<file path="config.mk">
export PLATFORM = sky130hd
export DESIGN_NAME = sap_cpu
export DESIGN_NICKNAME = d
export VERILOG_FILES = /design/src/hw/sap_isa_pkg.sv /design/src/hw/sap_ctrl_pkg.sv /design/src/hw/ctrl_if.sv /design/src/hw/stage_counter.sv /design/src/hw/control_block.sv /design/src/hw/program_counter.sv /design/src/hw/datapath.sv /design/src/hw/sap_cpu.sv
export SDC_FILE = /design/constraint.sdc
export NUM_CORES = 1
export LEC_CHECK = 0
export BUFFER_PORTS_ARGS = -buffer_cell sky130_fd_sc_hd__buf_4
export CORE_ASPECT_RATIO = 0.7
export CORE_MARGIN = 2
export CORE_UTILIZATION = 50
export DETAILED_ROUTE_END_ITERATION = 12
export GPL_TIMING_DRIVEN = 0
export MAX_ROUTING_LAYER = met4
export PLACE_DENSITY = 0.66
export SKIP_LAST_GASP = 1
export SLEW_MARGIN = 20
export SYNTH_ARGS = -nofsm -noshare
export SYNTH_HDL_FRONTEND = slang
export SYNTH_SLANG_ARGS = --single-unit
export TNS_END_PERCENT = 30
</file>
<file path="constraint.sdc">
create_clock -name clk -period 4 [get_ports clk]
set_clock_uncertainty 0.15 [all_clocks]
set_input_delay 0.8 -clock clk [delete_from_list [all_inputs] [get_ports clk]]
set_output_delay 0.8 -clock clk [all_outputs]
set_load 0.005 [all_outputs]
</file>
<file path="src/hw/sap_isa_pkg.sv">
`default_nettype none

package sap_isa_pkg;

    localparam int OPCODE_W = 4;

    // Upper nibble of an instruction
    typedef enum logic [OPCODE_W-1:0] {
        HLT = 4'h0,
        NOP = 4'h1,
        ADD = 4'h2,
        SUB = 4'h3,
        LDA = 4'h4,
        OUT = 4'h5,
        STA = 4'h6,
        JMP = 4'h7
    } opcode_t;

    // Word width follows from opcode plus address field
    function automatic int data_width(input int addr_width);
        return OPCODE_W + addr_width;
    endfunction

endpackage

`default_nettype wire

</file>
<file path="src/hw/sap_ctrl_pkg.sv">
`default_nettype none

package sap_ctrl_pkg;

    // Six micro-operation stages plus two holding stages
    typedef enum logic [2:0] {
        T0         = 3'd0,
        T1         = 3'd1,
        T2         = 3'd2,
        T3         = 3'd3,
        T4         = 3'd4,
        T5         = 3'd5,
        STAGE_IDLE = 3'd6,
        STAGE_HALT = 3'd7
    } stage_t;

    typedef struct packed {
        logic pc_inc;         // Advance PC
        logic pc_drive;       // PC onto bus
        logic pc_load;        // Jump target from bus
        logic mar_addr_load;  // MAR address from bus
        logic mar_data_load;  // MAR data from bus or host
        logic ram_drive;      // RAM word onto bus
        logic ram_write;      // MAR data into RAM
        logic ir_load;
        logic ir_drive;       // IR address field onto bus
        logic a_load;
        logic a_drive;
        logic alu_sub;        // Subtract instead of add
        logic alu_drive;
        logic b_load;
        logic out_load;
    } ctrl_word_t;

    localparam ctrl_word_t CTRL_IDLE = '0;

endpackage

`default_nettype wire

</file>
<file path="src/hw/ctrl_if.sv">
`timescale 1ns/10ps
`default_nettype none

interface ctrl_if
    import sap_isa_pkg::*, sap_ctrl_pkg::*;
();

    ctrl_word_t word;    // Control word for the current stage
    logic       prog;    // Round belongs to programming mode
    opcode_t    opcode;  // Opcode field of the IR

    modport ctrl (
        output word,
        output prog,
        input  opcode
    );

    modport unit (
        input  word,
        input  prog,
        output opcode
    );

endinterface

`default_nettype wire

</file>
<file path="src/hw/stage_counter.sv">
`timescale 1ns/10ps
`default_nettype none

module stage_counter
    import sap_ctrl_pkg::*;
(
    input  wire logic clk,
    input  wire logic resetn,
    input  wire logic halt,
    output stage_t    stage
);

    always_ff @(posedge clk) begin
        if (!resetn) begin
            stage <= STAGE_IDLE;  // Holding stage for one cycle
        end else if (halt) begin
            stage <= STAGE_HALT;  // Frozen until reset
        end else begin
            case (stage)
                STAGE_IDLE: stage <= T0;
                T0:         stage <= T1;
                T1:         stage <= T2;
                T2:         stage <= T3;
                T3:         stage <= T4;
                T4:         stage <= T5;
                T5:         stage <= T0;
                STAGE_HALT: stage <= STAGE_HALT;
                default:    stage <= STAGE_IDLE;
            endcase
        end
    end

endmodule

`default_nettype wire

</file>
<file path="src/hw/control_block.sv">
`timescale 1ns/10ps
`default_nettype none

module control_block
    import sap_isa_pkg::*, sap_ctrl_pkg::*;
(
    input  wire logic   clk,
    input  wire logic   resetn,
    input  wire stage_t stage,
    input  wire logic   prog_mode,
    ctrl_if.ctrl        bus,
    output logic        halt,
    output logic        prog_read,
    output logic        load_done,
    output logic        fetch_ready
);

    ctrl_word_t word;
    logic       mode;  // prog_mode as captured at the start of a run

    always_ff @(posedge clk) begin
        if (!resetn) begin
            mode <= 1'b0;
            halt <= 1'b0;
        end else begin
            if (stage == STAGE_IDLE) begin
                mode <= prog_mode;
            end
            if (stage == T3 && !mode && bus.opcode == HLT) begin
                halt <= 1'b1;
            end
        end
    end

    always_comb begin
        word = CTRL_IDLE;
        case (stage)
            T0: begin
                word.pc_drive      = 1'b1;
                word.mar_addr_load = 1'b1;
            end
            T1: word.pc_inc = 1'b1;
            T2: begin
                word.ram_drive = !mode;
                word.ir_load   = !mode;
            end
            T3: begin
                if (mode) begin
                    word.mar_data_load = 1'b1;  // Host byte into MAR
                end else begin
                    case (bus.opcode)
                        ADD, SUB, LDA, STA: begin
                            word.ir_drive      = 1'b1;
                            word.mar_addr_load = 1'b1;
                        end
                        OUT: begin
                            word.a_drive  = 1'b1;
                            word.out_load = 1'b1;
                        end
                        JMP: begin
                            word.ir_drive = 1'b1;
                            word.pc_load  = 1'b1;
                        end
                        default: ;
                    endcase
                end
            end
            T4: begin
                if (mode) begin
                    word.ram_write = 1'b1;
                end else begin
                    case (bus.opcode)
                        ADD, SUB: begin
                            word.ram_drive = 1'b1;
                            word.b_load    = 1'b1;
                        end
                        LDA: begin
                            word.ram_drive = 1'b1;
                            word.a_load    = 1'b1;
                        end
                        STA: begin
                            word.a_drive       = 1'b1;
                            word.mar_data_load = 1'b1;
                        end
                        default: ;
                    endcase
                end
            end
            T5: begin
                if (!mode && (bus.opcode == ADD || bus.opcode == SUB)) begin
                    word.alu_sub   = (bus.opcode == SUB);
                    word.alu_drive = 1'b1;
                    word.a_load    = 1'b1;
                end
                if (!mode && bus.opcode == STA) begin
                    word.ram_write = 1'b1;
                end
            end
            default: ;  // Idle and halt stages drive nothing
        endcase
    end

    assign bus.word    = word;
    assign bus.prog    = mode;
    assign prog_read   = mode && stage == T3;  // Host byte expected now
    assign load_done   = mode && stage == T4;
    assign fetch_ready = stage == T0;

endmodule

`default_nettype wire

</file>
<file path="src/hw/program_counter.sv">
`timescale 1ns/10ps
`default_nettype none

module program_counter
    import sap_isa_pkg::*;
#(
    parameter int ADDR_WIDTH = 4,
    localparam int DATA_W = data_width(ADDR_WIDTH)
) (
    input  wire logic              clk,
    input  wire logic              resetn,
    input  wire logic [DATA_W-1:0] bus_in,
    output logic [ADDR_WIDTH-1:0]  pc_value,
    ctrl_if.unit                   bus
);

    always_ff @(posedge clk) begin
        if (!resetn) begin
            pc_value <= '0;
        end else if (bus.word.pc_load) begin
            pc_value <= bus_in[ADDR_WIDTH-1:0];  // Jump target from IR field
        end else if (bus.word.pc_inc) begin
            pc_value <= pc_value + 1'b1;  // Wraps at end of RAM
        end
    end

endmodule

`default_nettype wire

</file>
<file path="src/hw/datapath.sv">
`timescale 1ns/10ps
`default_nettype none

module datapath
    import sap_isa_pkg::*;
#(
    parameter int ADDR_WIDTH = 4,
    localparam int DATA_W = data_width(ADDR_WIDTH)
) (
    input  wire logic              clk,
    input  wire logic              resetn,
    input  wire logic [DATA_W-1:0] bus_in,
    output logic [DATA_W-1:0]      bus_out,
    input  wire logic [DATA_W-1:0] prog_data,
    output logic [DATA_W-1:0]      out_data,
    output logic                   out_strobe,
    ctrl_if.unit                   bus
);

    localparam int DEPTH = 1 << ADDR_WIDTH;

    logic [ADDR_WIDTH-1:0] mar_addr;
    logic [DATA_W-1:0]     mar_data;  // Write data staged for RAM
    logic [DATA_W-1:0]     ram [DEPTH];
    logic [DATA_W-1:0]     ir;
    logic [DATA_W-1:0]     reg_a;
    logic [DATA_W-1:0]     reg_b;
    logic [DATA_W-1:0]     alu_out;

    always_ff @(posedge clk) begin
        if (bus.word.mar_addr_load) begin
            mar_addr <= bus_in[ADDR_WIDTH-1:0];
        end
        if (bus.word.mar_data_load) begin
            mar_data <= bus.prog ? prog_data : bus_in;  // Host byte or A
        end
        if (bus.word.ram_write) begin
            ram[mar_addr] <= mar_data;
        end
        if (bus.word.ir_load) begin
            ir <= bus_in;
        end
        if (bus.word.a_load) begin
            reg_a <= bus_in;
        end
        if (bus.word.b_load) begin
            reg_b <= bus_in;
        end
        if (bus.word.out_load) begin
            out_data <= bus_in;
        end
    end

    always_ff @(posedge clk) begin
        if (!resetn) begin
            out_strobe <= 1'b0;
        end else begin
            out_strobe <= bus.word.out_load;  // One cycle per OUT
        end
    end

    // Modulo 2^DATA_W, wraps below zero
    assign alu_out = bus.word.alu_sub ? reg_a - reg_b : reg_a + reg_b;

    always_comb begin
        if (bus.word.ram_drive) begin
            bus_out = ram[mar_addr];
        end else if (bus.word.ir_drive) begin
            bus_out = DATA_W'(ir[ADDR_WIDTH-1:0]);  // Address field only
        end else if (bus.word.a_drive) begin
            bus_out = reg_a;
        end else if (bus.word.alu_drive) begin
            bus_out = alu_out;
        end else begin
            bus_out = '0;
        end
    end

    assign bus.opcode = opcode_t'(ir[DATA_W-1 -: OPCODE_W]);

endmodule

`default_nettype wire

</file>
<file path="src/hw/sap_cpu.sv">
`timescale 1ns/10ps
`default_nettype none

module sap_cpu
    import sap_isa_pkg::*, sap_ctrl_pkg::*;
#(
    parameter int ADDR_WIDTH = 4,
    localparam int DATA_W = data_width(ADDR_WIDTH)
) (
    input  wire logic              clk,
    input  wire logic              resetn,
    input  wire logic              prog_mode,
    input  wire logic [DATA_W-1:0] prog_data,
    output logic [DATA_W-1:0]      out_data,
    output logic                   out_strobe,
    output logic                   prog_read,
    output logic                   load_done,
    output logic                   fetch_ready,
    output logic                   halted
);

    stage_t                stage;
    logic [ADDR_WIDTH-1:0] pc_value;
    logic [DATA_W-1:0]     dp_bus;
    logic [DATA_W-1:0]     data_bus;

    ctrl_if ctrl ();

    stage_counter u_stage (
        .clk    (clk),
        .resetn (resetn),
        .halt   (halted),
        .stage  (stage)
    );

    control_block u_ctrl (
        .clk         (clk),
        .resetn      (resetn),
        .stage       (stage),
        .prog_mode   (prog_mode),
        .bus         (ctrl.ctrl),
        .halt        (halted),
        .prog_read   (prog_read),
        .load_done   (load_done),
        .fetch_ready (fetch_ready)
    );

    program_counter #(.ADDR_WIDTH(ADDR_WIDTH)) u_pc (
        .clk      (clk),
        .resetn   (resetn),
        .bus_in   (data_bus),
        .pc_value (pc_value),
        .bus      (ctrl.unit)
    );

    datapath #(.ADDR_WIDTH(ADDR_WIDTH)) u_dp (
        .clk        (clk),
        .resetn     (resetn),
        .bus_in     (data_bus),
        .bus_out    (dp_bus),
        .prog_data  (prog_data),
        .out_data   (out_data),
        .out_strobe (out_strobe),
        .bus        (ctrl.unit)
    );

    // PC owns the bus only in T0
    assign data_bus = ctrl.word.pc_drive ? DATA_W'(pc_value) : dp_bus;

endmodule

`default_nettype wire

</file>
---- Word-level counts from Yosys, hierarchy flattened ----
Memory sizes are Yosys's and may differ from the RTL's. A register that Yosys moved wholly into a read port is not among the register bits.
Cells that the tools add are included.
word-level totals
  RAM bits ................................ 128
  output and inout bits ................... 13
  register bits ........................... 54
  logic and storage cells ................. 91
  ROM bits ................................ 24
  latch bits .............................. 0
  input port bits ......................... 11
  memories kept ........................... 2
cells by class
  eq/ne operators ......................... 12
  multipliers ............................. 0
  divide/modulo/power cells ............... 0
  reductions and logical operators ........ 16
  shift-type cells ........................ 0
  multiplexer cells ....................... 45
  order comparisons ....................... 0
  add/sub/neg operators ................... 3
  bitwise logic cells ..................... 1
memories
  name              depth  width  read ports  clocked after memory_dff  write ports  line                 RTL
  u_dp.ram          16     8      1           1                         1            datapath.sv:24       logic [DATA_W-1:0] ram [DEPTH];
  (name not given)  8      3      1           0                         0            stage_counter.sv:19  case (stage)
operators by type and width
  kind                                                                   number
  8-bit two-way mux                                                      7
  1-bit two-way mux                                                      24
  4-bit by 3-bit equality test with 1-bit output, second input constant  4
  4-bit two-way mux                                                      3
  1-bit one-hot mux with 2 select lines                                  6
  2-bit two-way mux                                                      5
  3-bit equality test, second input constant                             3
  8-bit adder                                                            1
  4-bit by 2-bit equality test with 1-bit output, second input constant  2
  8-bit subtractor                                                       1
  3-bit by 2-bit equality test with 1-bit output, second input constant  2
  1-bit logical AND                                                      6
  5-bit OR reduction                                                     1
  4-bit by 1-bit adder with 4-bit output, second input constant          1
  4-bit logical NOT                                                      1
  2-bit OR reduction                                                     2
  4-bit OR reduction                                                     1
  3-bit by 1-bit equality test with 1-bit output, second input constant  1
  3-bit logical NOT                                                      1
  3-bit OR reduction                                                     1
  2-bit nonzero test                                                     1
  1-bit logical NOT                                                      1
  1-bit logical OR                                                       1
  1-bit inverter                                                         1

---- Logic depth before layout (Yosys ltp) ----
Gate-level depths: netlist (run 1).
  word-level depth ........................ 12
  depth in mapped cells ................... 15
  gate-level depth less buffers ........... 15

---- Worst setup path before layout (run 1) ----
Ideal clock, no wire load.
  path kind ............................... register to register
  start ................................... register u_dp.ir[6]
  end ..................................... register u_dp.ir[6], data pin
  library setup time ...................... 0.278 ns
  clock period less this slack ............ 3.392 ns
  path slack .............................. 0.608 ns
  data required time ...................... 3.572 ns
  stages on the path, launching flop included .. 13
  path buffers ............................ 1
  arrival ................................. 2.964 ns
  path through ............................ edfxtp_1 -> clkbuf_1 -> nor4b_1 -> nand2_1 -> nand2_1 -> xor2_1 -> ha_1 -> o211ai_1 -> a21oi_1 -> a211oi_1 -> xnor2_1 -> a22oi_1 -> o41ai_1
between the ends
  cells in the longest elaborated chain, start to end .. 11
  elaborated cells between the ends (all ways) .. 29
  those cells by class .................... 6 x eq/ne; 19 x mux; 4 x reduce/logical
ends and longest elaborated chain
  element                                                            line                                                           RTL
  from (decl)                                                        datapath.sv:25                                                 logic [DATA_W-1:0] ir;
  from (signal assigned)                                             datapath.sv:41                                                 ir <= bus_in;
  4-bit by 2-bit equality test with 1-bit output (on tied branches)  control_block.sv:51, control_block.sv:72, control_block.sv:90
  1-bit logical OR                                                   control_block.sv:90                                            if (!mode && (bus.opcode == ADD || bus.opcode == SUB)) begin
  1-bit logical AND                                                  control_block.sv:90
  2-bit two-way mux                                                  control_block.sv:90
  2-bit two-way mux                                                  control_block.sv:37                                            case (stage)
  8-bit two-way mux                                                  datapath.sv:63                                                 assign alu_out = bus.word.alu_sub ? reg_a - reg_b : reg_a + reg_b;
  8-bit two-way mux                                                  datapath.sv:72                                                 end else if (bus.word.alu_drive) begin
  8-bit two-way mux                                                  datapath.sv:70                                                 end else if (bus.word.a_drive) begin
  8-bit two-way mux                                                  datapath.sv:68                                                 end else if (bus.word.ir_drive) begin
  8-bit two-way mux *                                                datapath.sv:66                                                 if (bus.word.ram_drive) begin
  8-bit two-way mux *                                                sap_cpu.sv:68                                                  assign data_bus = ctrl.word.pc_drive ? DATA_W'(pc_value) : dp_bus;
  named net data_bus[6]                                              sap_cpu.sv:25                                                  logic [DATA_W-1:0] data_bus;
Mark *: on every way through the listed nets, which the timed path passes. The rest lies on a longest branch.
A chain may end at the register's enable or synchronous reset.

---- Worst setup path after layout (run 1) ----
  start ................................... register u_dp.ir[6]
  end ..................................... register u_dp.mar_data[3], data pin
between the ends
  cells in the longest elaborated chain, start to end .. 12
  elaborated cells between the ends (all ways) .. 30
  those cells by class .................... 6 x eq/ne; 20 x mux; 4 x reduce/logical
ends and longest elaborated chain
  element                                                            line                                                           RTL
  4-bit by 2-bit equality test with 1-bit output (on tied branches)  control_block.sv:51, control_block.sv:72, control_block.sv:90
  1-bit logical OR                                                   control_block.sv:90
  1-bit logical AND                                                  control_block.sv:90
  2-bit two-way mux                                                  control_block.sv:90
  2-bit two-way mux                                                  control_block.sv:37
  8-bit two-way mux                                                  datapath.sv:63
  8-bit two-way mux                                                  datapath.sv:72
  8-bit two-way mux                                                  datapath.sv:70
  8-bit two-way mux                                                  datapath.sv:68
  8-bit two-way mux *                                                datapath.sv:66
  8-bit two-way mux *                                                sap_cpu.sv:68
  named net data_bus[3]                                              sap_cpu.sv:25
  8-bit two-way mux *                                                datapath.sv:35                                                 mar_data <= bus.prog ? prog_data : bus_in;
  to (signal assigned)                                               datapath.sv:35
  to (decl)                                                          datapath.sv:23                                                 logic [DATA_W-1:0] mar_data;
Marks and branches as above.

==> run metrics, run 1 <==
non-filler cells, final=720; Post-synth top cells=edfxtp_1, mux4_2, nand2_1; initial antenna violation count=0; Yosys warnings=0; Critical R2R Capture=u_dp.mar_data[3]; placed insts=689; fin crit share=91.5%; share of layout cells above drive strength 1=between 20% and 30%; relative max-transition margin=19.5%; H-tree levels=4; clock transition at the registers of the reported paths=0.07 ns; number of synthesized flops with an enable pin=172; die area=0.0167 mm2; Net Count, Synth=around 490; cell row count=38; worst vdd ir=0.414 mV; Final nets=approximately 530; worst setup path class=register to register; Hold Crit Start=u_ctrl.halt; reg2reg path depth=13; root buf cell=clkbuf_16; power per cell area=610 mW/mm2; DRC=0; fin. max-slew vios=0; wire per inst=24.4 um; Yosys reg bits=~190; Max Cap Violations=0; top-count cell post-synth=edfxtp_1; ranking of synthesized cells by area=edfxtp_1, mux4_2, dfxtp_1; antenna diode count=0; initial core utilization=51.0%; Syn Inst Count=about 460; Netlist cell types=57; leak pwr=3.06 nW; fmax=between 200 and 300 MHz; Syn Area/Cell=17.0 um2; Clock Latency Late Sink=0.43 ns; antenna viol nets, final=0; DIE WIDTH=154 um; Worst Hold End=u_stage.stage[0]; critical-path cell list=clkbuf_1 > nor4b_4 > nand2_1 > o21ai_1 > inv_1 > ha_1 > nor2b_1 > o21ai_0 > nand2b_1 > xnor2_1 > o211ai_1 > a31o_1 > mux2_2; # clock sinks=roughly 190; HP Class=register to register; Area Overhead vs Synth=14.1%; largest net degree at the start of global routing=17; first-pass GRT wire length=approximately 26000 um; global-route usage over all layers=22.9%; TritonCTS clock tree=yes; Critical Path Start Type=register; GP Congestion=0.852; routed wire length=~18000 um; hold depth=1; footprint of the multi-input gates=0.00235 mm2; CP arrival=3.69 ns; post-synth top area cell=edfxtp_1; # fillers=1186; vias per cell=6.09; CP Depth=13; via count=4387; reg-to-reg setup timing slack=~0.34 ns; DRT iter0 DRCs=442; final setup fails=0; outcome=finished, final reports clean; Synth top area share=65.8%; Detailed Place HPWL=approximately 12000 um; register area=around 0.0054 mm2; CP max-delay cell=a31o_1; Seq/Total Area, Yosys=69.4%; Setup TNS=0 ns; Worst setup EP type=register; clock buffer depth=2; min Tclk post-route=between 3 and 4 ns; crit path max fanout=8; Worst path max stage delay=0.39 ns; Pre-antenna DRT Iters=5; CTS Buf Count=17; vias in the first global route=4284; Final Util=58.1%; Req. time, crit path=4.02 ns; Post-CTS Setup Repair Bufs=0; Slew @ Worst Pin=1.20 ns; asr flop ratio synth=0%; Ports=24; Reg-to-Reg Start=u_dp.ir[6]; RSZ-0062 raised after global routing=false; PortBufs=23; Post-Syn Area=0.00785 mm2; grt ovf=0; Final Hold Violating Endpoints=0; Most used DFF post-synth=edfxtp_1; kind of cell adding the most delay to the critical path=compound AO/OA/AOI/OAI gates; Die H=109 um; total core area=0.0154 mm2; WP buf/inv=2
flip-flops by register name, indices dropped and copies added, names as in the netlist, named ones only:
register,cells
u_dp.ram,128
u_dp.ir,8
u_dp.mar_data,8
u_dp.out_data,8
u_dp.reg_a,8
u_dp.reg_b,8
u_dp.mar_addr,4
u_pc.pc_value,4
u_stage.stage,3
u_ctrl.bus.prog,1
u_ctrl.halt,1
u_dp.out_strobe,1
worst max-delay path by stage:
stage / from / end / slack (ns)
6_report: u_dp.ir[6] / u_dp.mar_data[3] / 0.34
3_5_place_dp: u_dp.ir[6] / u_dp.ir[5] / -0.35
3_3_place_gp: u_dp.ir[6] / u_dp.out_data[6] / -0.76
5_1_grt: u_dp.ir[6] / u_dp.mar_data[3] / 0.06
2_1_floorplan: u_dp.ir[6] / u_dp.ir[6] / 0.61
4_1_cts: u_dp.ir[6] / u_dp.mar_data[3] / 0.11
routing by layer:
layer | global-route usage [%] | wire (um)
met3 | 5.37 | 1360
met1 | 33.5 | 8210
met4 | 7.27 | 218
met5 | - | 0
met2 | 32.2 | 7780
area by class of cell:
class / instances / area share, %
Sequential cell: 186 / 60.8
Multi-Input combinational cell: 248 / 26.3
Clock buffer: 18 / 4.79
Tap cell: 200 / 2.79
Timing Repair Buffer: 26 / 2.18
Clock inverter: 13 / 1.68
Buffer: 18 / 1.03
Inverter: 11 / 0.461
metrics by stage:
step / hold slack [ns] / power [mW] / area (um2) / setup slack (ns)
final: 0.392 / 5.47 / 8960 / 0.338
after global routing: 0.431 / 5.67 / 8960 / 0.0631
after CTS: 0.392 / 5.46 / 8930 / 0.107
after detailed placement: 0.372 / 3.79 / 8340 / -0.347
after global placement: 0.356 / 3.75 / 8270 / -0.764
after floorplan: 0.340 / 3.39 / 7850 / 0.608
power breakdown:
group          leakage (nW)  internal (mW)  switching (mW)
clock network         0.283          0.974           0.708
registers              1.67           2.30          0.0893
logic                  1.11          0.624           0.769
kinds of logic (layout without fill, tap and decap cells):
group	Yosys count	count (layout)	synth area share [%]
muxes	47	47	12.6
and+or+nand+nor	110	110	6.97
buffers and inverters	29	86	1.71
AOI/OAI and AO/OA	64	64	5.55
DFF	186	186	69.4
xor gates and xnor gates	13	13	1.45
adders and majority gates	14	14	2.33
placed cells by master (no fill, tap or decap), types with 5 or more instances in the layout:
cell       count
xnor2_1        8
nor2b_1        8
nand3_1        9
nand2b_1       7
mux2_2         5
dfxtp_1       14
clkbuf_1       9
ha_1          13
nor3_2         6
a21oi_1       10
o211ai_1       6
inv_1         10
buf_4         27
xor2_1         5
a21o_1         5
clkbuf_16     17
mux4_1         6
buf_1          5
mux4_2        33
nand2_1       29
a31oi_1        5
nor2_1        22
edfxtp_1     172
o21ai_0        8
repair_timing:
item / 4_1_cts / 5_1_grt
gates cloned: 0 / 0
endpoints found under the setup margin: 21 / 27
gates resized for setup: 2 / 3
hold buffers: 0 / 0
(Power assumes the default switching activity.)
==> inputs of run 2 (changes only) <==
--- a/config.mk
+++ b/config.mk
@@ -10,9 +10,11 @@
 export CORE_MARGIN = 2
 export CORE_UTILIZATION = 50
 export DETAILED_ROUTE_END_ITERATION = 12
+export GPL_ROUTABILITY_DRIVEN = 0
 export GPL_TIMING_DRIVEN = 0
 export MAX_ROUTING_LAYER = met4
 export PLACE_DENSITY = 0.66
+export RECOVER_POWER = 100
 export SKIP_LAST_GASP = 1
 export SLEW_MARGIN = 20
 export SYNTH_ARGS = -nofsm -noshare
==> run metrics, run 2 (same netlist as run 1, synthesis figures left out) <==
failing checks=capacitance limit, slew limit; Pre-antenna DRT Iters=5; Final Hold Violating Endpoints=0; worst setup path class=register to register; DRT iter0 DRCs=593; Detailed Place HPWL=11800 um; worst vdd ir=between 0.3 and 0.4 mV; Clock Latency Late Sink=0.43 ns; TritonCTS clock tree=yes; Critical Path Start Type=register; H-tree levels=4; Reg with most FFs=u_dp.ram; fin crit share=about 92%; most frequent cells in the layout=edfxtp_1, mux4_2, nand2_1, nor2_1; Ports=24; wire per inst=24.2 um; relative max-transition margin=-4.86%; vias in the first global route=roughly 4.2k; Final nets=533; HP Class=register to register; Critical R2R Capture=u_dp.reg_b[6]; initial core utilization=51.0%; crit path launch=u_dp.ir[6]; leak pwr=3.03 nW; Area Overhead vs Synth=13.4%; CTS Buf Count=17; RSZ-0062 raised after global routing=false; initial antenna violation count=0; via count=4428; Critical Path Sink=u_dp.reg_b[6]; global-route usage over all layers=22.6%; clock transition at the registers of the reported paths=~0.06 ns; total core area=0.0154 mm2; root buf cell=clkbuf_16; min Tclk post-route=about 3.7 ns; non-filler cells, final=719; DIE WIDTH=154 um; Worst setup EP type=register; vias per cell=slightly above 6; fmax=around 270 MHz; share of layout cells above drive strength 1=~18%; placed insts=just under 700; Reg-to-Reg Start=u_dp.ir[6]; Min Hold Slack=~0.37 ns; Max Cap Violations=1; Setup TNS=0 ns; Die H=109 um; cell row count=38; power per cell area=614 mW/mm2; routed wire length=17400 um; Slew @ Worst Pin=1.56 ns; clock buffer depth=2; max reg flops=128; Req. time, crit path=3.98 ns; Post-DP Area=roughly 0.0083 mm2; # clock sinks=186; largest net degree at the start of global routing=17; antenna diode count=0; Post-CTS Setup Repair Bufs=0; final setup fails=0; die area=0.0167 mm2; first-pass GRT wire length=25900 um; crit path max fanout=8; grt ovf=0; reg-to-reg setup timing slack=about 0.31 ns; post-route cell area=0.00890 mm2; most common cell after layout, fill and taps aside=edfxtp_1; CP arrival=3.67 ns; PortBufs=23; antenna viol nets, final=0; fin. max-slew vios=10; Final Util=57.8%; reg2reg path depth=12; outcome=finished, violations left; DRC=0
==> run 2: metrics by stage <==
| step | worst slack [ns] | power, mW |
|---|---|---|
| 2_1_floorplan | 0.608 | 3.39 |
| 5_1_grt | 0.0595 | 5.69 |
| 4_1_cts | 0.108 | 5.49 |
| 3_3_place_gp | -0.650 | 3.75 |
| 6_report | 0.314 | 5.47 |
| 3_5_place_dp | -0.224 | 3.80 |
==> run 2: worst min-delay path by stage <==
stage,start,to,depth (start not counted)
4_1_cts,u_ctrl.halt,u_stage.stage[2],2
5_1_grt,u_ctrl.halt,u_stage.stage[2],2
6_report,u_ctrl.halt,u_stage.stage[2],2
3_3_place_gp,u_ctrl.halt,u_stage.stage[2],2
2_1_floorplan,u_pc.pc_value[2],register,2
3_5_place_dp,u_ctrl.halt,u_stage.stage[2],2
==> run 2: timing repair <==
action                                  CTS  global route
endpoints found under the setup margin   22            21
hold buffers                              0             0
gates resized for setup                   1             3
hold endpoints to repair                  0             0
==> run 2: report_power, final <==
group / internal [mW] / switching [mW] / leakage (nW) / total [mW]
clock: 1.03 / 0.671 / 0.284 / 1.71
sequential: 2.30 / 0.0894 / 1.67 / 2.39
combinational: 0.613 / 0.755 / 1.07 / 1.37
total: 3.95 / 1.52 / 3.03 / 5.47
==> run 2: metal layers <==
metal	share of wire [%]	vias up	GRT usage [%]	wire length, um
met5	0	-	-	0
met4	0.98	0	5.11	170
met3	8.0	18	5.96	1390
met2	45	191	31.0	7820
met1	46	2284	34.2	8030
li1	-	1935	-	-
==> run 2: cell type report <==
| class | instances | area [um2] |
|---|---|---|
| Fill cell | 1176 | 6500 |
| Clock inverter | 9 | 149 |
| Inverter | 11 | 41.3 |
| Timing Repair Buffer | 26 | 178 |
| Sequential cell | 186 | 5450 |
| Tap cell | 200 | 250 |
| Buffer | 18 | 92.6 |
| Clock buffer | 21 | 440 |
| Multi-Input combinational cell | 248 | 2300 |
==> run 2: critical path, cell delays in order (launching register included) <==
cell	delay [ns]
edfxtp_1	0.35
clkbuf_1	0.22
nor4b_4	0.38
nand2_1	0.23
nand2_1	0.12
xor2_1	0.16
ha_1	0.31
o211ai_1	0.18
a21oi_1	0.06
a211oi_1	0.27
xnor2_1	0.17
a22oi_1	0.12
o41ai_2	0.67
